### config.mk
export PLATFORM = sky130hd
export DESIGN_NAME = fill_readout_top
export DESIGN_NICKNAME = d
export VERILOG_FILES = /design/src/fill_ctl_pkg.sv /design/src/fill_hdr_pkg.sv /design/src/fill_header_check.sv /design/src/fill_readout_seq.sv /design/src/fill_readout_top.sv /design/src/fill_word_serializer.sv
export VERILOG_INCLUDE_DIRS = /design/src
export SDC_FILE = /design/constraint.sdc
export NUM_CORES = 1
export LEC_CHECK = 0
export ABC_AREA = 1
export BUFFER_PORTS_ARGS = -buffer_cell sky130_fd_sc_hd__buf_2
export CAP_MARGIN = 20
export CORE_ASPECT_RATIO = 0.7
export CORE_MARGIN = 2
export CORE_UTILIZATION = 53
export DETAILED_ROUTE_END_ITERATION = 8
export PLACE_DENSITY = 0.81
export SYNTH_ARGS = -nofsm -noshare
export SYNTH_HDL_FRONTEND = slang
export SYNTH_SLANG_ARGS = --single-unit
### constraint.sdc
create_clock -name clk -period 4.9 [get_ports clk]
set_input_delay 0.98 -clock clk [delete_from_list [all_inputs] [get_ports clk]]
set_output_delay 0.98 -clock clk [all_outputs]
set_load 0.01 [all_outputs]
### src/fill_defines.svh
// Fill readout widths and counts
`ifndef FILL_DEFINES_SVH
`define FILL_DEFINES_SVH

// TX stream word
`define FILL_WORD_W 32

// DDR3 burst, also the header word
`define FILL_BURST_W 128

// Burst address into DDR3
`define FILL_ADDR_W 23

// Data burst counter
`define FILL_COUNT_W 21

// TX words carried by one burst
`define FILL_WORDS_PER_BURST 4

// Header and checksum bursts on top of the data count
`define FILL_COUNT_EXTRA 2

// Flops in each input synchronizer
`define FILL_SYNC_STAGES 2

`endif

### src/fill_ctl_pkg.sv
// Fill readout control types
package fill_ctl_pkg;

	`include "fill_defines.svh"

	// Bit positions in the one-hot state vector
	// st_idle must stay at 0, the reset vector relies on it
	typedef enum logic [4:0] {
		st_idle, st_chk_fifo_empty, st_error, st_get_fifo_hdr,
		st_get_mem_hdr, st_compare_hdr,
		st_csn_wait, st_csn_send, st_cc_wait, st_cc_send,
		st_get_dat_burst,
		st_w0_wait, st_w0_send, st_w1_wait, st_w1_send,
		st_w2_wait, st_w2_send, st_w3_wait, st_w3_send,
		st_done
	} fill_state_e;

	// What goes on the stream in a slot
	typedef enum logic [1:0] {
		slot_serial, slot_cmd, slot_inv_cmd, slot_data
	} fill_slot_e;

	// 32-bit lane of a burst, lane 0 is bits 31..0
	typedef logic [$clog2(`FILL_WORDS_PER_BURST)-1:0] fill_lane_t;

endpackage

### src/fill_hdr_pkg.sv
// Fill header layout
package fill_hdr_pkg;

	`include "fill_defines.svh"

	// Burst address and burst count as carried in the header
	typedef logic [`FILL_ADDR_W-1:0] fill_addr_t;
	typedef logic [`FILL_COUNT_W-1:0] fill_count_t;

	// Field view of the 128-bit header, msb first
	typedef struct packed {
		logic [42:0] rsvd_hi;
		// Bits 84..64
		fill_count_t burst_count;
		logic [5:0] rsvd_mid;
		// Bits 57..35
		fill_addr_t start_addr;
		logic [34:0] rsvd_lo;
	} fill_hdr_fields_t;

	// Raw word for the compare, fields for the counters
	typedef union packed {
		logic [`FILL_BURST_W-1:0] raw;
		fill_hdr_fields_t fields;
	} fill_hdr_u;

endpackage

### src/fill_header_check.sv
// Fill header check
`timescale 1ns/100ps
`include "fill_defines.svh"

module fill_header_check (
	input  logic                      clk,
	input  logic                      rst_n,
	// One-cycle load request from the sequencer
	input  logic                      hdr_load,
	// Head of the FWFT header FIFO
	input  fill_hdr_pkg::fill_hdr_u   fill_header_fifo_out,
	input  logic [`FILL_BURST_W-1:0]  ddr3_one_burst_data,
	output logic                      fill_header_fifo_rd_en,
	output fill_hdr_pkg::fill_addr_t  start_addr,
	output fill_hdr_pkg::fill_count_t start_count,
	output logic                      hdr_match
);

	// Header as popped from the FIFO
	fill_hdr_pkg::fill_hdr_u saved_hdr;

	// Latch the FIFO head, it is already valid in FWFT mode
	always_ff @(posedge clk) begin
		if (hdr_load)
			saved_hdr <= fill_header_fifo_out;
	end

	//////////////////////////////
	// Pop strobe and compare flag
	always_ff @(posedge clk or negedge rst_n) begin
		if (!rst_n) begin
			fill_header_fifo_rd_en <= 1'b0;
			hdr_match              <= 1'b0;
		end else begin
			// Pop in the cycle the saved copy appears
			fill_header_fifo_rd_en <= hdr_load;
			// Follows whatever burst DDR3 presents
			hdr_match <= (ddr3_one_burst_data == saved_hdr.raw);
		end
	end

	// Counter start values through the field view
	assign start_addr  = saved_hdr.fields.start_addr;
	assign start_count = saved_hdr.fields.burst_count;

endmodule

### src/fill_readout_seq.sv
// Fill readout sequencer
`timescale 1ns/100ps
`include "fill_defines.svh"

module fill_readout_seq (
	input  logic                       clk,
	input  logic                       rst_n,
	input  logic                       run_sm,
	input  logic                       fill_header_fifo_empty,
	input  logic                       ddr3_one_burst_rdy,
	input  logic                       readout_pause,
	input  logic                       tx_tready,
	input  logic                       hdr_match,
	input  fill_hdr_pkg::fill_addr_t   start_addr,
	input  fill_hdr_pkg::fill_count_t  start_count,
	output logic                       hdr_load,
	output logic                       ddr3_rd_one_burst,
	output logic                       sm_running,
	output logic                       sm_done,
	output logic                       slot_active,
	output logic                       slot_fire,
	output logic                       slot_last,
	output fill_hdr_pkg::fill_addr_t   ddr3_rd_burst_addr,
	output fill_ctl_pkg::fill_slot_e   slot_kind,
	output fill_ctl_pkg::fill_lane_t   slot_lane
);

	// One-hot state, st_done is the top bit
	logic [fill_ctl_pkg::st_done:0] cs;
	logic [fill_ctl_pkg::st_done:0] ns;

	// Only the st_idle bit set
	localparam logic [fill_ctl_pkg::st_done:0] cs_idle = {{fill_ctl_pkg::st_done{1'b0}}, 1'b1};

	logic [`FILL_SYNC_STAGES-1:0] rdy_sync;
	logic [`FILL_SYNC_STAGES-1:0] pause_sync;
	logic                         rdy_s;
	logic                         tx_go;
	logic                         error_found;
	logic                         burst_zero;
	fill_hdr_pkg::fill_count_t    burst_count;
	logic                         cc_slot;
	logic                         data_slot;

	//////////////////////////////
	// Input synchronizers
	always_ff @(posedge clk or negedge rst_n) begin
		if (!rst_n) begin
			rdy_sync   <= '0;
			pause_sync <= '0;
		end else begin
			rdy_sync   <= {rdy_sync[`FILL_SYNC_STAGES-2:0], ddr3_one_burst_rdy};
			pause_sync <= {pause_sync[`FILL_SYNC_STAGES-2:0], readout_pause};
		end
	end

	assign rdy_s = rdy_sync[`FILL_SYNC_STAGES-1];
	// Slot may send, tready is taken as is
	assign tx_go = tx_tready & ~pause_sync[`FILL_SYNC_STAGES-1];

	//////////////////////////////
	// State register, back to idle whenever run_sm drops
	always_ff @(posedge clk or negedge rst_n) begin
		if (!rst_n)
			cs <= cs_idle;
		else if (!run_sm)
			cs <= cs_idle;
		else
			cs <= ns;
	end

	// Next state, one bit set per branch
	always_comb begin
		ns = '0;
		case (1'b1)
			cs[fill_ctl_pkg::st_idle]: ns[fill_ctl_pkg::st_chk_fifo_empty] = 1'b1;
			// Nothing queued means an error frame
			cs[fill_ctl_pkg::st_chk_fifo_empty]: begin
				if (fill_header_fifo_empty)
					ns[fill_ctl_pkg::st_error] = 1'b1;
				else
					ns[fill_ctl_pkg::st_get_fifo_hdr] = 1'b1;
			end
			cs[fill_ctl_pkg::st_error]: ns[fill_ctl_pkg::st_csn_wait] = 1'b1;
			cs[fill_ctl_pkg::st_get_fifo_hdr]: ns[fill_ctl_pkg::st_get_mem_hdr] = 1'b1;
			// Memory copy of the header
			cs[fill_ctl_pkg::st_get_mem_hdr]: begin
				if (rdy_s)
					ns[fill_ctl_pkg::st_compare_hdr] = 1'b1;
				else
					ns[fill_ctl_pkg::st_get_mem_hdr] = 1'b1;
			end
			cs[fill_ctl_pkg::st_compare_hdr]: begin
				if (hdr_match)
					ns[fill_ctl_pkg::st_csn_wait] = 1'b1;
				else
					ns[fill_ctl_pkg::st_error] = 1'b1;
			end
			// Serial number slot
			cs[fill_ctl_pkg::st_csn_wait]: begin
				if (tx_go)
					ns[fill_ctl_pkg::st_csn_send] = 1'b1;
				else
					ns[fill_ctl_pkg::st_csn_wait] = 1'b1;
			end
			cs[fill_ctl_pkg::st_csn_send]: ns[fill_ctl_pkg::st_cc_wait] = 1'b1;
			// Command or inverted command slot
			cs[fill_ctl_pkg::st_cc_wait]: begin
				if (tx_go)
					ns[fill_ctl_pkg::st_cc_send] = 1'b1;
				else
					ns[fill_ctl_pkg::st_cc_wait] = 1'b1;
			end
			// Header burst is already held, skip the fetch
			cs[fill_ctl_pkg::st_cc_send]: begin
				if (error_found)
					ns[fill_ctl_pkg::st_done] = 1'b1;
				else
					ns[fill_ctl_pkg::st_w0_wait] = 1'b1;
			end
			cs[fill_ctl_pkg::st_get_dat_burst]: begin
				if (rdy_s)
					ns[fill_ctl_pkg::st_w0_wait] = 1'b1;
				else
					ns[fill_ctl_pkg::st_get_dat_burst] = 1'b1;
			end
			// Four lanes of the current burst
			cs[fill_ctl_pkg::st_w0_wait]: begin
				if (tx_go)
					ns[fill_ctl_pkg::st_w0_send] = 1'b1;
				else
					ns[fill_ctl_pkg::st_w0_wait] = 1'b1;
			end
			cs[fill_ctl_pkg::st_w0_send]: ns[fill_ctl_pkg::st_w1_wait] = 1'b1;
			cs[fill_ctl_pkg::st_w1_wait]: begin
				if (tx_go)
					ns[fill_ctl_pkg::st_w1_send] = 1'b1;
				else
					ns[fill_ctl_pkg::st_w1_wait] = 1'b1;
			end
			cs[fill_ctl_pkg::st_w1_send]: ns[fill_ctl_pkg::st_w2_wait] = 1'b1;
			cs[fill_ctl_pkg::st_w2_wait]: begin
				if (tx_go)
					ns[fill_ctl_pkg::st_w2_send] = 1'b1;
				else
					ns[fill_ctl_pkg::st_w2_wait] = 1'b1;
			end
			cs[fill_ctl_pkg::st_w2_send]: ns[fill_ctl_pkg::st_w3_wait] = 1'b1;
			cs[fill_ctl_pkg::st_w3_wait]: begin
				if (tx_go)
					ns[fill_ctl_pkg::st_w3_send] = 1'b1;
				else
					ns[fill_ctl_pkg::st_w3_wait] = 1'b1;
			end
			// Count hit zero on the last burst's first word
			cs[fill_ctl_pkg::st_w3_send]: begin
				if (burst_zero)
					ns[fill_ctl_pkg::st_done] = 1'b1;
				else
					ns[fill_ctl_pkg::st_get_dat_burst] = 1'b1;
			end
			cs[fill_ctl_pkg::st_done]: ns[fill_ctl_pkg::st_idle] = 1'b1;
			// Illegal vector, recover through idle
			default: ns[fill_ctl_pkg::st_idle] = 1'b1;
		endcase
	end

	//////////////////////////////
	// Registered control outputs
	always_ff @(posedge clk or negedge rst_n) begin
		if (!rst_n) begin
			sm_running        <= 1'b0;
			sm_done           <= 1'b0;
			ddr3_rd_one_burst <= 1'b0;
		end else begin
			sm_running <= run_sm & ~ns[fill_ctl_pkg::st_idle];
			// One cycle behind the final tx_tlast
			sm_done    <= run_sm & cs[fill_ctl_pkg::st_done];
			// Header read waits one cycle for the address load
			ddr3_rd_one_burst <= run_sm &
				((cs[fill_ctl_pkg::st_get_mem_hdr] & ns[fill_ctl_pkg::st_get_mem_hdr]) |
				ns[fill_ctl_pkg::st_get_dat_burst]);
		end
	end

	//////////////////////////////
	// Counters and error flag
	always_ff @(posedge clk or negedge rst_n) begin
		if (!rst_n) begin
			ddr3_rd_burst_addr <= '0;
			burst_count        <= '0;
			burst_zero         <= 1'b1;
			error_found        <= 1'b0;
		end else begin
			if (cs[fill_ctl_pkg::st_get_mem_hdr]) begin
				ddr3_rd_burst_addr <= start_addr;
				burst_count        <= start_count;
			end else if (cs[fill_ctl_pkg::st_csn_send]) begin
				// Room for the header and checksum bursts
				burst_count <= burst_count + fill_hdr_pkg::fill_count_t'(`FILL_COUNT_EXTRA);
			end else if (cs[fill_ctl_pkg::st_w0_send]) begin
				burst_count        <= burst_count - 1'b1;
				ddr3_rd_burst_addr <= ddr3_rd_burst_addr + 1'b1;
			end
			burst_zero <= (burst_count == '0);
			if (cs[fill_ctl_pkg::st_idle])
				error_found <= 1'b0;
			else if (cs[fill_ctl_pkg::st_error])
				error_found <= 1'b1;
		end
	end

	// FIFO pop and header latch happen in the next cycle
	assign hdr_load = cs[fill_ctl_pkg::st_get_fifo_hdr];

	//////////////////////////////
	// Slot commands to the serializer
	assign cc_slot   = cs[fill_ctl_pkg::st_cc_wait] | cs[fill_ctl_pkg::st_cc_send];
	assign data_slot = cs[fill_ctl_pkg::st_w0_wait] | cs[fill_ctl_pkg::st_w0_send] |
		cs[fill_ctl_pkg::st_w1_wait] | cs[fill_ctl_pkg::st_w1_send] |
		cs[fill_ctl_pkg::st_w2_wait] | cs[fill_ctl_pkg::st_w2_send] |
		cs[fill_ctl_pkg::st_w3_wait] | cs[fill_ctl_pkg::st_w3_send];

	assign slot_active = cs[fill_ctl_pkg::st_csn_wait] | cs[fill_ctl_pkg::st_csn_send] |
		cc_slot | data_slot;

	// Send states last exactly one cycle
	assign slot_fire = cs[fill_ctl_pkg::st_csn_send] | cs[fill_ctl_pkg::st_cc_send] |
		cs[fill_ctl_pkg::st_w0_send] | cs[fill_ctl_pkg::st_w1_send] |
		cs[fill_ctl_pkg::st_w2_send] | cs[fill_ctl_pkg::st_w3_send];

	// Error frame ends on the command slot, success on the last lane
	assign slot_last = (cc_slot & error_found) |
		((cs[fill_ctl_pkg::st_w3_wait] | cs[fill_ctl_pkg::st_w3_send]) & burst_zero);

	always_comb begin
		slot_kind = fill_ctl_pkg::slot_serial;
		slot_lane = '0;
		if (cc_slot)
			slot_kind = error_found ? fill_ctl_pkg::slot_inv_cmd : fill_ctl_pkg::slot_cmd;
		if (data_slot)
			slot_kind = fill_ctl_pkg::slot_data;
		if (cs[fill_ctl_pkg::st_w1_wait] | cs[fill_ctl_pkg::st_w1_send])
			slot_lane = 2'd1;
		if (cs[fill_ctl_pkg::st_w2_wait] | cs[fill_ctl_pkg::st_w2_send])
			slot_lane = 2'd2;
		if (cs[fill_ctl_pkg::st_w3_wait] | cs[fill_ctl_pkg::st_w3_send])
			slot_lane = 2'd3;
	end

endmodule

### src/fill_readout_top.sv
// Fill readout engine
`timescale 1ns/100ps
`include "fill_defines.svh"

module fill_readout_top (
	input  logic                     clk,
	input  logic                     rst_n,
	// Command dispatcher
	input  logic                     run_sm,
	output logic                     sm_running,
	output logic                     sm_done,
	// TX stream
	input  logic                     tx_tready,
	output logic                     tx_tvalid,
	output logic                     tx_tlast,
	output logic [`FILL_WORD_W-1:0]  tx_data,
	input  logic                     readout_pause,
	// Source select to the command block
	output logic                     send_csn,
	output logic                     send_cmd,
	output logic                     send_inv_cmd,
	output logic                     send_fill_data,
	// Header FIFO, first-word fall-through
	input  logic                     fill_header_fifo_empty,
	input  logic [`FILL_BURST_W-1:0] fill_header_fifo_out,
	output logic                     fill_header_fifo_rd_en,
	// DDR3 reader
	input  logic                     ddr3_one_burst_rdy,
	input  logic [`FILL_BURST_W-1:0] ddr3_one_burst_data,
	output logic [`FILL_ADDR_W-1:0]  ddr3_rd_burst_addr,
	output logic                     ddr3_rd_one_burst
);

	logic                      hdr_load;
	logic                      hdr_match;
	fill_hdr_pkg::fill_addr_t  start_addr;
	fill_hdr_pkg::fill_count_t start_count;
	logic                      slot_active;
	logic                      slot_fire;
	logic                      slot_last;
	fill_ctl_pkg::fill_slot_e  slot_kind;
	fill_ctl_pkg::fill_lane_t  slot_lane;

	// Stage one, header pop and compare
	fill_header_check u_hdr_check (
		.clk                    (clk),
		.rst_n                  (rst_n),
		.hdr_load               (hdr_load),
		.fill_header_fifo_out   (fill_header_fifo_out),
		.ddr3_one_burst_data    (ddr3_one_burst_data),
		.fill_header_fifo_rd_en (fill_header_fifo_rd_en),
		.start_addr             (start_addr),
		.start_count            (start_count),
		.hdr_match              (hdr_match)
	);

	// Stage two, sequencer
	fill_readout_seq u_seq (
		.clk                    (clk),
		.rst_n                  (rst_n),
		.run_sm                 (run_sm),
		.fill_header_fifo_empty (fill_header_fifo_empty),
		.ddr3_one_burst_rdy     (ddr3_one_burst_rdy),
		.readout_pause          (readout_pause),
		.tx_tready              (tx_tready),
		.hdr_match              (hdr_match),
		.start_addr             (start_addr),
		.start_count            (start_count),
		.hdr_load               (hdr_load),
		.ddr3_rd_one_burst      (ddr3_rd_one_burst),
		.sm_running             (sm_running),
		.sm_done                (sm_done),
		.slot_active            (slot_active),
		.slot_fire              (slot_fire),
		.slot_last              (slot_last),
		.ddr3_rd_burst_addr     (ddr3_rd_burst_addr),
		.slot_kind              (slot_kind),
		.slot_lane              (slot_lane)
	);

	// Stage three, stream words
	fill_word_serializer u_ser (
		.clk                 (clk),
		.rst_n               (rst_n),
		.slot_active         (slot_active),
		.slot_fire           (slot_fire),
		.slot_last           (slot_last),
		.slot_kind           (slot_kind),
		.slot_lane           (slot_lane),
		.ddr3_one_burst_data (ddr3_one_burst_data),
		.tx_tvalid           (tx_tvalid),
		.tx_tlast            (tx_tlast),
		.send_csn            (send_csn),
		.send_cmd            (send_cmd),
		.send_inv_cmd        (send_inv_cmd),
		.send_fill_data      (send_fill_data),
		.tx_data             (tx_data)
	);

endmodule

### src/fill_word_serializer.sv
// Fill word serializer
`timescale 1ns/100ps
`include "fill_defines.svh"

module fill_word_serializer (
	input  logic                     clk,
	input  logic                     rst_n,
	input  logic                     slot_active,
	input  logic                     slot_fire,
	input  logic                     slot_last,
	input  fill_ctl_pkg::fill_slot_e slot_kind,
	input  fill_ctl_pkg::fill_lane_t slot_lane,
	input  logic [`FILL_BURST_W-1:0] ddr3_one_burst_data,
	output logic                     tx_tvalid,
	output logic                     tx_tlast,
	output logic                     send_csn,
	output logic                     send_cmd,
	output logic                     send_inv_cmd,
	output logic                     send_fill_data,
	output logic [`FILL_WORD_W-1:0]  tx_data
);

	// Burst split into stream words, lane 0 in the low bits
	logic [`FILL_WORDS_PER_BURST-1:0][`FILL_WORD_W-1:0] burst_words;
	logic                                              data_slot;

	assign burst_words = ddr3_one_burst_data;
	assign data_slot   = slot_active && (slot_kind == fill_ctl_pkg::slot_data);

	//////////////////////////////
	// Stream strobes
	always_ff @(posedge clk or negedge rst_n) begin
		if (!rst_n) begin
			tx_tvalid      <= 1'b0;
			tx_tlast       <= 1'b0;
			send_csn       <= 1'b0;
			send_cmd       <= 1'b0;
			send_inv_cmd   <= 1'b0;
			send_fill_data <= 1'b0;
		end else begin
			tx_tvalid <= slot_fire;
			tx_tlast  <= slot_fire & slot_last;
			// Source select, held through wait and pulse
			send_csn       <= slot_active && (slot_kind == fill_ctl_pkg::slot_serial);
			send_cmd       <= slot_active && (slot_kind == fill_ctl_pkg::slot_cmd);
			send_inv_cmd   <= slot_active && (slot_kind == fill_ctl_pkg::slot_inv_cmd);
			send_fill_data <= data_slot;
		end
	end

	// Lane data, only meaningful while send_fill_data is high
	always_ff @(posedge clk) begin
		if (data_slot)
			tx_data <= burst_words[slot_lane];
	end

endmodule

# == Word-level counts from Yosys, hierarchy flattened ==
# Index checks and enable logic that the tools add are counted.
# word_totals
register_bits,241
output_inout_bits,65
word_cells,327
# classes
reduce_logical,10
order_cmp,1
n_addsub,3
mux,257
n_eq_ne,5
bitwise_logic,31
# op_table
op,n
two-way mux 1 bit,243
equality test 128 bit,1
two-way mux 23 bit,3
binary-select mux 32 bit (select 2 bit),1
two-way mux 21 bit,3
two-way mux 32 bit,1
adder 23 x 1 -> 23 bit (second input constant),1
adder 21 x 2 -> 21 bit (second input constant),1
zero test 21 bit,1
bitwise OR 1 bit,21
subtractor 21 x 1 -> 21 bit (second input constant),1
two-way mux 20 bit,1
two-way mux 2 bit,5
AND 1 bit,8
equality test 2 bit (second input constant),2
logical AND 1 bit,4
nonzero test 2 bit,2
< comparator 2 x 3 -> 1 bit (second input constant),1
nonzero test 3 bit,1
equality test 2 x 1 -> 1 bit (second input constant),1
zero test 2 bit,1
inequality test 2 bit (second input constant),1
inverter 1 bit,2
AND reduction 2 bit,1

# == Longest topological paths before layout ==
# Gate-level depths: netlist (run 1).
# depth
word_depth,22
depth_mapped,12

# == By module ==
# Synthesis (run 1) repeated with hierarchy kept, for this count alone.
# unflattened
hier_cells,1801
area_unflattened_um2,13857.0
# modules_own_cells
mod,area_per_inst_um2,cells_per_inst,seq_area_each_um2,n_inst
fill_header_check,6562.5,741,3893.7,1
fill_readout_seq,4581.9,639,1829.3,1
fill_word_serializer,2712.6,421,1111.1,1

# == Worst setup path after synthesis (run 1) ==
# OpenSTA, ideal clock, no wires.
# synth_path
kind,flip-flop to flip-flop
start,reg u_seq.cs[3] (netlist bit)
end,reg u_seq.cs[11] (netlist bit)
setup_ns,0.122
synth_period_minus_slack_ns,3.708
setup_slack_ns,1.192
arrival_ns,3.586
path_stages_with_launch,5
path_cell_list,dfrtp_1 nor3_2 nand2_1 nor3b_1 a21boi_1
# synth_via
elab_chain_len,5
# synth_rtl
item,line,text
from (decl),fill_readout_seq.sv:29,logic [fill_ctl_pkg::st_done:0] cs;
from (signal assigned),fill_readout_seq.sv:65,cs <= cs_idle;
from (signal assigned),fill_readout_seq.sv:67,cs <= cs_idle;
from (signal assigned),fill_readout_seq.sv:69,cs <= ns;
two-way mux 1 bit (4 in a row),fill_readout_seq.sv:75,case (1'b1)
two-way mux 20 bit,fill_readout_seq.sv:66,else if (!run_sm)
# Every way passes these cells.
# A chain may end at the register's enable or synchronous reset.

# == Final worst setup path (run 1) ==
# layout_path
start,reg u_seq.cs[18] (netlist bit)
end,"reg u_ser.tx_data[17], data pin"
# layout_via
elab_chain_len,4
# layout_rtl
item,line,text
bitwise OR 1 bit,fill_readout_seq.sv:247,if (cs[fill_ctl_pkg::st_w3_wait] | cs[fill_ctl_pkg::st_w3_send])
two-way mux 2 bit,fill_readout_seq.sv:247,
binary-select mux 32 bit (select 2 bit),fill_word_serializer.sv:54,tx_data <= burst_words[slot_lane];
two-way mux 32 bit (not written as such),fill_word_serializer.sv:54,
to (signal assigned),fill_word_serializer.sv:54,
to (decl),fill_word_serializer.sv:20,output logic [`FILL_WORD_W-1:0] tx_data
# Every way passes these cells. The select of a mux whose other input is x is not followed.

==> flow_metrics.env, run 1 <==
export IMPL_run_status="finished clean"
export IMPL_cp_top_family="simple AND/OR/NAND/NOR gates"
export IMPL_htreeDepth=1
export IMPL_timing_final_crit_share_pct=56.2
export IMPL_first_global_vias=9805
export IMPL_antenna_left=0
export IMPL_synth_area_leaders="edfxtp_1, dfrtp_1, xnor2_1"
export IMPL_ioPinCount=328
export IMPL_p_seq_share_pct=48.9
export IMPL_rsz0062_at_grt="no"
export IMPL_vias_per_cell=5.71
export IMPL_yosys_area_top_type="edfxtp_1"
export IMPL_tightestPinTransition_ns=1.05
export IMPL_vdd_ir_drop_max_v=0.000246
export IMPL_p_sw_mw=1.28
export IMPL_crit_slowest_cell="nor2_4"
export IMPL_synth_warnings=0
export IMPL_postPlaceCellArea_mm2=0.0140
export IMPL_critPathMaxFanout=34
export IMPL_chipHeight_um=130
export IMPL_final_hold_viol_count=0
export IMPL_maxSlewHeadroom_pct=29.9
export IMPL_crit_chain="nor2_4 -> o21ai_2 -> inv_2 -> o22ai_1 -> a21oi_1"
export IMPL_start_kind="flop"
export IMPL_synth_cells_most_frequent="nand2_1, edfxtp_1, nor2_1"
export IMPL_place_hpwl_mm=31.1
export IMPL_clockBufferDepth=3
export IMPL_cts_root_buf="clkbuf_16"
export IMPL_crit_arrival_ns=3.13
export IMPL_clock_sinks=241
export IMPL_setup_violations_final=0
export IMPL_area_delta_synth_final_pct=22.3
export IMPL_cts_tree="yes"
export IMPL_nNetsFinal=1800
export IMPL_synth_most_common_cell="nand2_1"
export IMPL_firstDrtPassIters=5
export IMPL_stdcell_count=1867
export IMPL_power_density_mw_per_mm2=328
export IMPL_synth_edff_count=160
export IMPL_critPathMaxStageDelay_ns=0.82
export IMPL_cts_resized=0
export IMPL_vias=10700
export IMPL_postCtsHoldBufs=0
export IMPL_p_int_mw=3.58
export IMPL_cp_buffers_inverters=1
export IMPL_io_buffer_count=327
export IMPL_syn_avg_cell_area_um2=10.0
export IMPL_p_comb_share_pct=13.0
export IMPL_syn_area_mm2=0.0121
export IMPL_routabilityCongestion=0.931
export IMPL_wl_met2_mm=17.0
export IMPL_fmax_mhz=363
export IMPL_netlist_instances=1207
export IMPL_skew_ns=0.0117
export IMPL_path_class="flop to flop"
export IMPL_synth_top_area_share_pct=39.7
export IMPL_clk_transition_reported_paths_ns=0.06
export IMPL_grt_max_degree=64
export IMPL_synth_async_reset_ratio_pct=33.6
export IMPL_die_area_mm2=0.0241
export IMPL_start_util_pct=53.7
export IMPL_drive_gt1_share_pct=27.1
export IMPL_p_leak_nw=6.19
export IMPL_synth_fp_nets=1475
export IMPL_ys_ff_latch=241
export IMPL_fin_area_mm2=0.0148
export IMPL_coreArea_mm2=0.0226
export IMPL_synth_ff_type="edfxtp_1"
export IMPL_cap_violations=0
export IMPL_totalPowerFinal_mw=4.86
export IMPL_drtIter0Drc=1334
export IMPL_post_cts_buffers=0
export IMPL_end_kind="flop"
export IMPL_wl_met3_mm=5.45
export IMPL_grt_pass1_wl_mm=58.4
export IMPL_antenna_found_initial=4
export IMPL_min_path_type="flop to flop"
export IMPL_swShare_pct=26.4
export IMPL_dp_cells=1817
export IMPL_cp_required_ns=5.28
export IMPL_track_usage_pct=32.9
export IMPL_wl_per_cell_um=21.8
export IMPL_final_util_pct=65.6
export IMPL_period_minus_slack_ns=2.75
export IMPL_slew_viol_final=0
export IMPL_die_w_um=185
export IMPL_p_clk_share_pct=38.1
export IMPL_routed_wl_mm=40.7
export IMPL_drcViolationCount=0
export IMPL_overflow=0
export IMPL_wl_met1_mm=17.4
export IMPL_rows=46
export IMPL_ys_seq_area_share_pct=56.4
export IMPL_synth_distinct_cells=43
export IMPL_cts_buffers=25
export IMPL_clock_latency_ns=0.54
export IMPL_fin_setup_tns_ns=0
export IMPL_maxUsedRoutingLayer="met5"
## kinds of logic after synthesis
family,count (synthesis),synth area share (%)
AO/OA/AOI/OAI,171,9.06
XOR/XNOR,143,10.3
multiplexers,1,0.0827
flip-flops,241,56.4
buffers and inverters,133,4.54
AND/OR/NAND/NOR,513,19.0
adder cells (fa/ha/maj),5,0.517
## worst register-to-register path, cell delays in order (launching register included)
cell and delay, ns:
dfrtp_1 0.42, nor2_4 0.82, o21ai_2 0.15, inv_2 0.55
o22ai_1 0.41, a21oi_1 0.24
## layout make-up
class                      count  area [um^2]
multi-input combinational    833         4720
inverter                      96          360
fill                        1874         7750
clock buffer                  41          757
tap                          312          390
timing repair buffer         335         1700
sequential                   241         6840
clock inverter                 5         30.0
antenna                        4         10.0
## sequential cells by signal, summed over array words and instances (netlist names), 2 cells and up
name                      flops
u_seq.burst_count            21
u_seq.ddr3_rd_burst_addr     23
u_seq.cs                     20
u_seq.pause_sync              2
u_ser.tx_data                32
u_seq.rdy_sync                2
u_hdr_check.saved_hdr       128
## power by group through the flow
stage	Clock, mW	Combinational (mW)	Sequential, mW
after floorplan	0	0.340	2.39
after global placement	0	0.608	2.41
after detailed placement	0	0.618	2.41
after CTS	1.87	0.623	2.37
after global routing	1.95	0.698	2.38
final	1.85	0.632	2.37
## cell usage in the layout (no fill, tap or decap), types with 6 or more instances in the layout
cell type / n
o21ai_1: 9
xnor2_1: 116
a21oi_1: 48
edfxtp_1: 160
inv_2: 13
nor3_1: 23
o21ai_0: 19
buf_4: 9
buf_2: 326
o22ai_1: 35
o21bai_1: 8
nand3_1: 55
xor2_1: 27
nor2_4: 7
o211ai_1: 9
o32ai_1: 31
dfrtp_1: 78
nand3_2: 6
nand2_1: 219
nor2_1: 133
nor4_1: 8
clkbuf_16: 26
nand4_1: 40
inv_1: 82
or2_2: 7
clkbuf_1: 10
## worst paths after layout
check	startpoint	slack, ns	cells after the start	end
worst max register to register	u_seq.cs[18]	2.15	5	u_ser.tx_data[17]
min in group asynchronous	rst_n	0.45	1	u_seq.ddr3_rd_burst_addr[0]
worst min-delay path	u_seq.rdy_sync[0]	0.36	0	u_seq.rdy_sync[1]
worst min register to register	u_seq.rdy_sync[0]	0.36	0	u_seq.rdy_sync[1]
max in group asynchronous	rst_n	3.42	2	u_seq.burst_count[15]
worst max-delay path	u_seq.cs[18]	2.15	5	u_ser.tx_data[17]
## routing by layer
metal | up-vias | GRT usage, %
met2 | 709 | 47.6
met4 | 2 | 6.54
met5 | - | 0
met3 | 56 | 8.26
met1 | 5049 | 50.3
li1 | 4853 | -
## per-stage QoR
step                      hold slack [ns]  setup WS [ns]
final                               0.356           2.15
after global routing                0.363           1.99
after CTS                           0.358           2.23
after detailed placement            0.346           2.26
after global placement              0.334           2.30
after floorplan                     0.331           1.19
Note: power is estimated with default switching activity, not from simulation.
==> inputs of run 2 (changes only) <==
- ABC_AREA: 1 -> 0
- CORE_UTILIZATION: 53 -> 52
- PLACE_DENSITY: 0.81 -> 0.8
- clock period: 4.9 -> 2.6 ns (I/O delays scaled with it)
==> run 2 against run 1 <==
  * Final cell count is 12% lower
  * Register-to-register slack lost 1.9 ns
  * Maximum frequency increased by 19%
  * Synthesized area fell by 5.6%
  * Combinational power is 43% higher
  * Worst hold slack worse by 0.27 ns
  * Largest power group unchanged
  * Highest routed layer unchanged
==> flow_metrics.env, run 2 <==
export IMPL_clk_transition_reported_paths_ns=0.06
export IMPL_ioPinCount=328
export IMPL_rsz0062_at_grt="no"
export IMPL_firstDrtPassIters=5
export IMPL_nNetsFinal=1609
export IMPL_p_leak_nw=5.67
export IMPL_start_util_pct=52.8
export IMPL_track_usage_pct=33.7
export IMPL_fin_area_mm2=0.0143
export IMPL_start_kind="flop"
export IMPL_largest_reg_flops=128
export IMPL_dp_cells=1596
export IMPL_skew_ns=0.0183
export IMPL_routabilityCongestion=0.948
export IMPL_end_kind="flop"
export IMPL_worst_r2r_cell_count=7
export IMPL_hold_depth=1
export IMPL_stdcell_count=1645
export IMPL_clock_latency_ns=0.54
export IMPL_regArea_mm2=0.00684
export IMPL_multi_input_area_mm2=0.00434
export IMPL_vdd_ir_drop_max_v=0.000484
export IMPL_critPathMaxStageDelay_ns=0.51
export IMPL_cp_required_ns=3.01
export IMPL_antenna_found_initial=7
export IMPL_coreArea_mm2=0.0216
export IMPL_drtIter0Drc=1246
export IMPL_drive_gt1_share_pct=30.6
export IMPL_rows=45
export IMPL_syn_area_mm2=0.0114
export IMPL_tightestPinTransition_ns=0.622
export IMPL_fin_setup_tns_ns=0
export IMPL_chipHeight_um=128
export IMPL_power_density_mw_per_mm2=629
export IMPL_max_flop_register="u_hdr_check.saved_hdr"
export IMPL_overflow=0
export IMPL_reg2reg_to="u_seq.burst_count[10]"
export IMPL_synth_edff_count=160
export IMPL_cts_buffers=24
export IMPL_crit_slowest_cell="or3b_1"
export IMPL_period_minus_slack_ns=2.30
export IMPL_syn_avg_cell_area_um2=11.3
export IMPL_synth_top_area_share_pct=42.1
export IMPL_crit_arrival_ns=2.72
export IMPL_wl_per_cell_um=23.9
export IMPL_area_delta_synth_final_pct=25.5
export IMPL_synth_cells_most_frequent="edfxtp_1, o21ai_0, nand2_1"
export IMPL_slew_viol_final=0
export IMPL_reg_top3="u_hdr_check.saved_hdr (128), u_ser.tx_data (32), u_seq.ddr3_rd_burst_addr (23)"
export IMPL_r2r_start="u_seq.burst_count[1]"
export IMPL_vias=9693
export IMPL_cts_tree="yes"
export IMPL_setup_violations_final=0
export IMPL_timing_final_crit_share_pct=88.6
export IMPL_clockBufferDepth=3
export IMPL_run_status="finished clean"
export IMPL_cp_top_family="simple AND/OR/NAND/NOR gates"
export IMPL_layout_common_cells="buf_2, edfxtp_1, o21ai_0"
export IMPL_synth_warnings=0
export IMPL_maxSlewHeadroom_pct=58.3
export IMPL_grt_max_degree=92
export IMPL_synth_area_leaders="edfxtp_1, dfrtp_1, xnor2_1"
export IMPL_routed_wl_mm=39.3
export IMPL_rrSetupSlack_ns=0.30
export IMPL_place_hpwl_mm=29.8
export IMPL_netlist_instances=1008
export IMPL_final_util_pct=66.3
export IMPL_synth_fp_nets=1276
export IMPL_path_class="flop to flop"
export IMPL_synth_most_common_cell="edfxtp_1"
export IMPL_io_buffer_count=327
export IMPL_fmax_mhz=434
export IMPL_postPlaceCellArea_mm2=0.0135
export IMPL_ys_seq_area_share_pct=59.8
export IMPL_synth_distinct_cells=62
export IMPL_ys_ff_latch=241
export IMPL_cp_buffers_inverters=1
export IMPL_hold_path_end="u_seq.pause_sync[0]"
export IMPL_cts_root_buf="clkbuf_16"
export IMPL_min_from="readout_pause"
export IMPL_layout_commonest_cell="buf_2"
export IMPL_drcViolationCount=0
export IMPL_yosys_area_top_type="edfxtp_1"
export IMPL_totalPowerFinal_mw=9.02
export IMPL_htreeDepth=1
export IMPL_grt_pass1_wl_mm=57.5
export IMPL_synth_ff_type="edfxtp_1"
export IMPL_synth_async_reset_ratio_pct=33.6
export IMPL_cap_violations=0
export IMPL_final_hold_viol_count=0
export IMPL_critPathMaxFanout=8
export IMPL_die_w_um=181
export IMPL_die_area_mm2=0.0232
export IMPL_fillers=1715
export IMPL_crit_chain="inv_1 -> ha_1 -> or3b_1 -> nor4_1 -> nor2_1 -> xnor2_1 -> mux2_2"
export IMPL_vias_per_cell=5.89
export IMPL_clock_sinks=241
export IMPL_min_path_type="primary input to flop"
export IMPL_antenna_left=0
export IMPL_first_global_vias=9370
## run 2: final cells by class
| class | instances | area share [%] |
|---|---|---|
| flip-flops and latches | 241 | 47.7 |
| multi-input cells | 703 | 30.3 |
| repair buffers | 354 | 13.2 |
| clock buffers | 29 | 4.53 |
| well taps | 282 | 2.46 |
| clock inverters | 15 | 1.30 |
| inverters | 17 | 0.445 |
| diodes | 4 | 0.0698 |
## run 2: through the flow
stage / worst slack (ns) / hold WS (ns)
after CTS: 0.317 / 0.0743
final: 0.296 / 0.0870
after global routing: 0.189 / 0.0778
after floorplan: 0.116 / 0.224
after global placement: 0.370 / 0.334
after detailed placement: 0.339 / 0.341
## run 2: worst max-delay path by stage
stage                            start                 endpoint  slack (ns)  cells past startpoint
2_1_floorplan              u_seq.cs[3]  u_seq.ddr3_rd_one_burst        0.12                      3
3_3_place_gp   ddr3_one_burst_data[94]    u_hdr_check.hdr_match        0.37                      6
3_5_place_dp   ddr3_one_burst_data[94]    u_hdr_check.hdr_match        0.34                      6
4_1_cts           u_seq.burst_count[1]    u_seq.burst_count[10]        0.32                      7
5_1_grt           u_seq.burst_count[1]    u_seq.burst_count[10]        0.19                      7
6_report          u_seq.burst_count[1]    u_seq.burst_count[10]        0.30                      7
## run 2: cells by family (layout without fill, tap and decap cells)
| logic type | count (synthesis) | after routing | synth area share (%) |
|---|---|---|---|
| buffers and inverters | 64 | 415 | 2.33 |
| flip-flops | 241 | 241 | 59.8 |
| adder cells (fa/ha/maj) | 5 | 5 | 0.548 |
| XOR/XNOR | 160 | 160 | 12.3 |
| AO/OA/AOI/OAI | 180 | 180 | 8.78 |
| AND/OR/NAND/NOR | 351 | 351 | 15.6 |
| multiplexers | 7 | 7 | 0.679 |
| other | 0 | 4 | 0 |
## run 2: worst register-to-register path, stage by stage (launching register included)
cell	delay (ns)
dfrtp_1	0.41
inv_1	0.14
ha_1	0.17
or3b_1	0.51
nor4_1	0.44
nor2_1	0.10
xnor2_1	0.13
mux2_2	0.27
## run 2: per-layer routing
metal / up-vias / GRT usage, % / wire [um]
met5: - / 0 / 41
met4: 6 / 9.33 / 1100
met3: 82 / 8.47 / 4700
met2: 649 / 50.8 / 17100
met1: 4623 / 49.0 / 16400
li1: 4333 / - / -
## run 2: power by group
part           total (mW)  leakage, nW  switching [mW]  internal (mW)
clock network        3.71        0.405            1.53           2.18
registers            4.41         2.50           0.175           4.23
logic               0.906         2.77           0.488          0.418
## run 2: repair_timing
action                                  4_1_cts  5_1_grt
endpoints found under the setup margin        0        0
buffers inserted                              0        0
resized for setup                             0        0
hold buffers                                  1        0
hold endpoints to repair                     37        0
==> inputs of run 3 (changes only) <==
- CORE_UTILIZATION: 52 -> 53
- PLACE_DENSITY: 0.8 -> 0.81
- SYNTH_HIERARCHICAL: unset -> 1
==> run 3 against run 2 <==
  * Critical path depth stayed put
  * Synthesized cell count fell by 14%
  * Synthesized area up 1.8%
  * Sequential share of layout area up 0.62 points
  * Routed wire length decreased by 7.0%
  * Critical endpoint is now u_ser/tx_data[3]
  * Sequential cell count did not move
  * The run now ends with hold timing left
==> flow_metrics.env, run 3 <==
export IMPL_tightestPinTransition_ns=0.938
export IMPL_timing_final_crit_share_pct=92.0
export IMPL_antenna_found_initial=2
export IMPL_cp_buffers_inverters=1
export IMPL_max_flop_register="u_hdr_check/saved_hdr"
export IMPL_grt_pass1_wl_mm=52.7
export IMPL_fin_hold_ws_ns=-0.00285
export IMPL_fillers=1649
export IMPL_nNetsFinal=1429
export IMPL_drcViolationCount=0
export IMPL_maxSlewHeadroom_pct=37.5
export IMPL_crit_arrival_ns=2.64
export IMPL_rows=45
export IMPL_layout_common_cells="buf_2, edfxtp_1, xnor2_1"
export IMPL_drtIter0Drc=965
export IMPL_synth_area_leaders="edfxtp_1, dfrtp_1, xnor2_1"
export IMPL_synth_fp_nets=1132
export IMPL_synth_async_reset_ratio_pct=33.6
export IMPL_critical_path_most_common_cell="nand2_1"
export IMPL_clock_latency_ns=0.52
export IMPL_synth_ff_type="edfxtp_1"
export IMPL_fin_setup_tns_ns=0
export IMPL_min_path_type="primary input to async pin"
export IMPL_cts_buffers=24
export IMPL_synth_warnings=6
export IMPL_power_density_mw_per_mm2=632
export IMPL_syn_area_mm2=0.0116
export IMPL_startpoint="u_seq/cs[12]"
export IMPL_clock_sinks=241
export IMPL_rsz0062_at_grt="no"
export IMPL_regArea_mm2=0.00684
export IMPL_synth_most_common_cell="edfxtp_1"
export IMPL_path_class="flop to flop"
export IMPL_cp_top_family="simple AND/OR/NAND/NOR gates"
export IMPL_cts_resized=0
export IMPL_syn_avg_cell_area_um2=13.5
export IMPL_first_global_vias=8435
export IMPL_reg2reg_to="u_ser/tx_data[3]"
export IMPL_wl_per_cell_um=25.0
export IMPL_reg_top3="u_hdr_check/saved_hdr (128), u_ser/tx_data (32), u_seq/ddr3_rd_burst_addr (23)"
export IMPL_worst_r2r_cell_count=7
export IMPL_routabilityCongestion=0.921
export IMPL_drive_gt1_share_pct=37.8
export IMPL_clockBufferDepth=3
export IMPL_overflow=0
export IMPL_chipHeight_um=128
export IMPL_io_buffer_count=327
export IMPL_htreeDepth=1
export IMPL_setup_violations_final=0
export IMPL_routed_wl_mm=36.6
export IMPL_critPathMaxStageDelay_ns=0.51
export IMPL_ioPinCount=328
export IMPL_vias=8694
export IMPL_synth_top_area_share_pct=41.3
export IMPL_skew_ns=0.0143
export IMPL_violations="hold timing"
export IMPL_num_antenna_cells=0
export IMPL_cts_root_buf="clkbuf_16"
export IMPL_synth_distinct_cells=60
export IMPL_start_util_pct=53.8
export IMPL_slew_viol_final=0
export IMPL_vdd_ir_drop_max_v=0.000458
export IMPL_p_leak_nw=5.47
export IMPL_rrSetupSlack_ns=0.21
export IMPL_period_minus_slack_ns=2.39
export IMPL_cp_required_ns=2.85
export IMPL_post_cts_buffers=0
export IMPL_multi_input_area_mm2=0.00426
export IMPL_vias_per_cell=5.95
export IMPL_firstDrtPassIters=5
export IMPL_synth_cells_most_frequent="edfxtp_1, xnor2_1, dfrtp_1"
export IMPL_start_kind="flop"
export IMPL_ys_seq_area_share_pct=58.7
export IMPL_layout_commonest_cell="buf_2"
export IMPL_crit_chain="nor2_1 -> nand2_1 -> nor3_1 -> nand2_1 -> or4_1 -> and3_2 -> buf_12"
export IMPL_cap_violations=0
export IMPL_clk_transition_reported_paths_ns=0.06
export IMPL_die_w_um=181
export IMPL_yosys_area_top_type="edfxtp_1"
export IMPL_postCtsHoldBufs=0
export IMPL_fmax_mhz=418
export IMPL_run_status="finished, violations left"
export IMPL_antenna_left=0
export IMPL_die_area_mm2=0.0232
export IMPL_synth_edff_count=160
export IMPL_final_hold_viol_count=3
export IMPL_netlist_instances=864
export IMPL_track_usage_pct=31.1
export IMPL_cts_tree="yes"
export IMPL_crit_slowest_cell="dfrtp_1"
export IMPL_grt_max_degree=134
export IMPL_largest_reg_flops=128
export IMPL_coreArea_mm2=0.0216
export IMPL_totalPowerFinal_mw=8.94
export IMPL_critPathMaxFanout=33
export IMPL_ys_ff_latch=241
export IMPL_place_hpwl_mm=28.4
export IMPL_end_kind="flop"
export IMPL_r2r_start="u_seq/cs[12]"
export IMPL_area_delta_synth_final_pct=21.6
run 3: changes by cell type after synthesis, moves of 18 or more:
| cell | before | now |
|---|---|---|
| o21ai_0 | 135 | 33 |
| buf_4 | 0 | 44 |
| clkbuf_1 | 35 | 17 |
| nor4_1 | 34 | 16 |
| mux4_2 | 0 | 30 |
| nand3_1 | 41 | 12 |
| xnor2_1 | 121 | 144 |
| nand2_1 | 124 | 62 |
run 3: worst max-delay path by stage:
stage                         to  cells after the start
6_report        u_ser/tx_data[3]                      7
5_1_grt         u_ser/tx_data[6]                      7
4_1_cts         u_ser/tx_data[6]                      7
3_5_place_dp    u_ser/tx_data[6]                      7
3_3_place_gp   u_ser/tx_data[11]                      7
2_1_floorplan       u_seq/cs[11]                      5
run 3: power by group:
part	switching, mW	internal (mW)	leakage [nW]
sequential	0.183	4.23	2.50
combinational	0.451	0.438	2.56
clock	1.49	2.15	0.410
run 3: per-stage QoR:
stage                     worst slack, ns  instance area (um^2)  std cells  util [%]
after floorplan                    0.0418                 11600        864         -
after global placement              0.357                 13300       1417      61.6
after detailed placement            0.290                 13300       1417      61.6
after CTS                           0.261                 14100       1461      65.4
after global routing               0.0433                 14100       1461      65.4
final                               0.209                 14100       1461      65.4
run 3: worst register-to-register path: cells and delay by family, from the launching register on:
family	cells	cell delay, ns
buffers and inverters	1	0.18
flip-flops	1	0.51
AND/OR/NAND/NOR	6	1.40
run 3: layout make-up:
type	count	share of cell area, %
Tap cell	282	2.49
Multi-Input combinational cell	542	30.1
Clock buffer	36	5.15
Clock inverter	8	0.707
Inverter	6	0.159
Sequential cell	241	48.3
Timing Repair Buffer	346	13.0
run 3: kinds of logic after synthesis:
family | share of synthesized area, %
xor gates and xnor gates | 12.7
DFF | 58.7
muxes | 7.31
AOI/OAI and AO/OA | 3.99
and+or+nand+nor | 11.9
adders and majority gates | 0.538
buffers and inverters | 4.78
run 3: routing by layer:
metal / vias up / global-route usage (%) / part of all wire (%) / wire length (um)
met5: - / 0 / 0 / 0
met4: 0 / 7.89 / 2.4 / 870
met3: 57 / 7.16 / 11 / 3990
met2: 544 / 47.7 / 45 / 16300
met1: 4327 / 45.5 / 42 / 15400
li1: 3766 / - / - / -
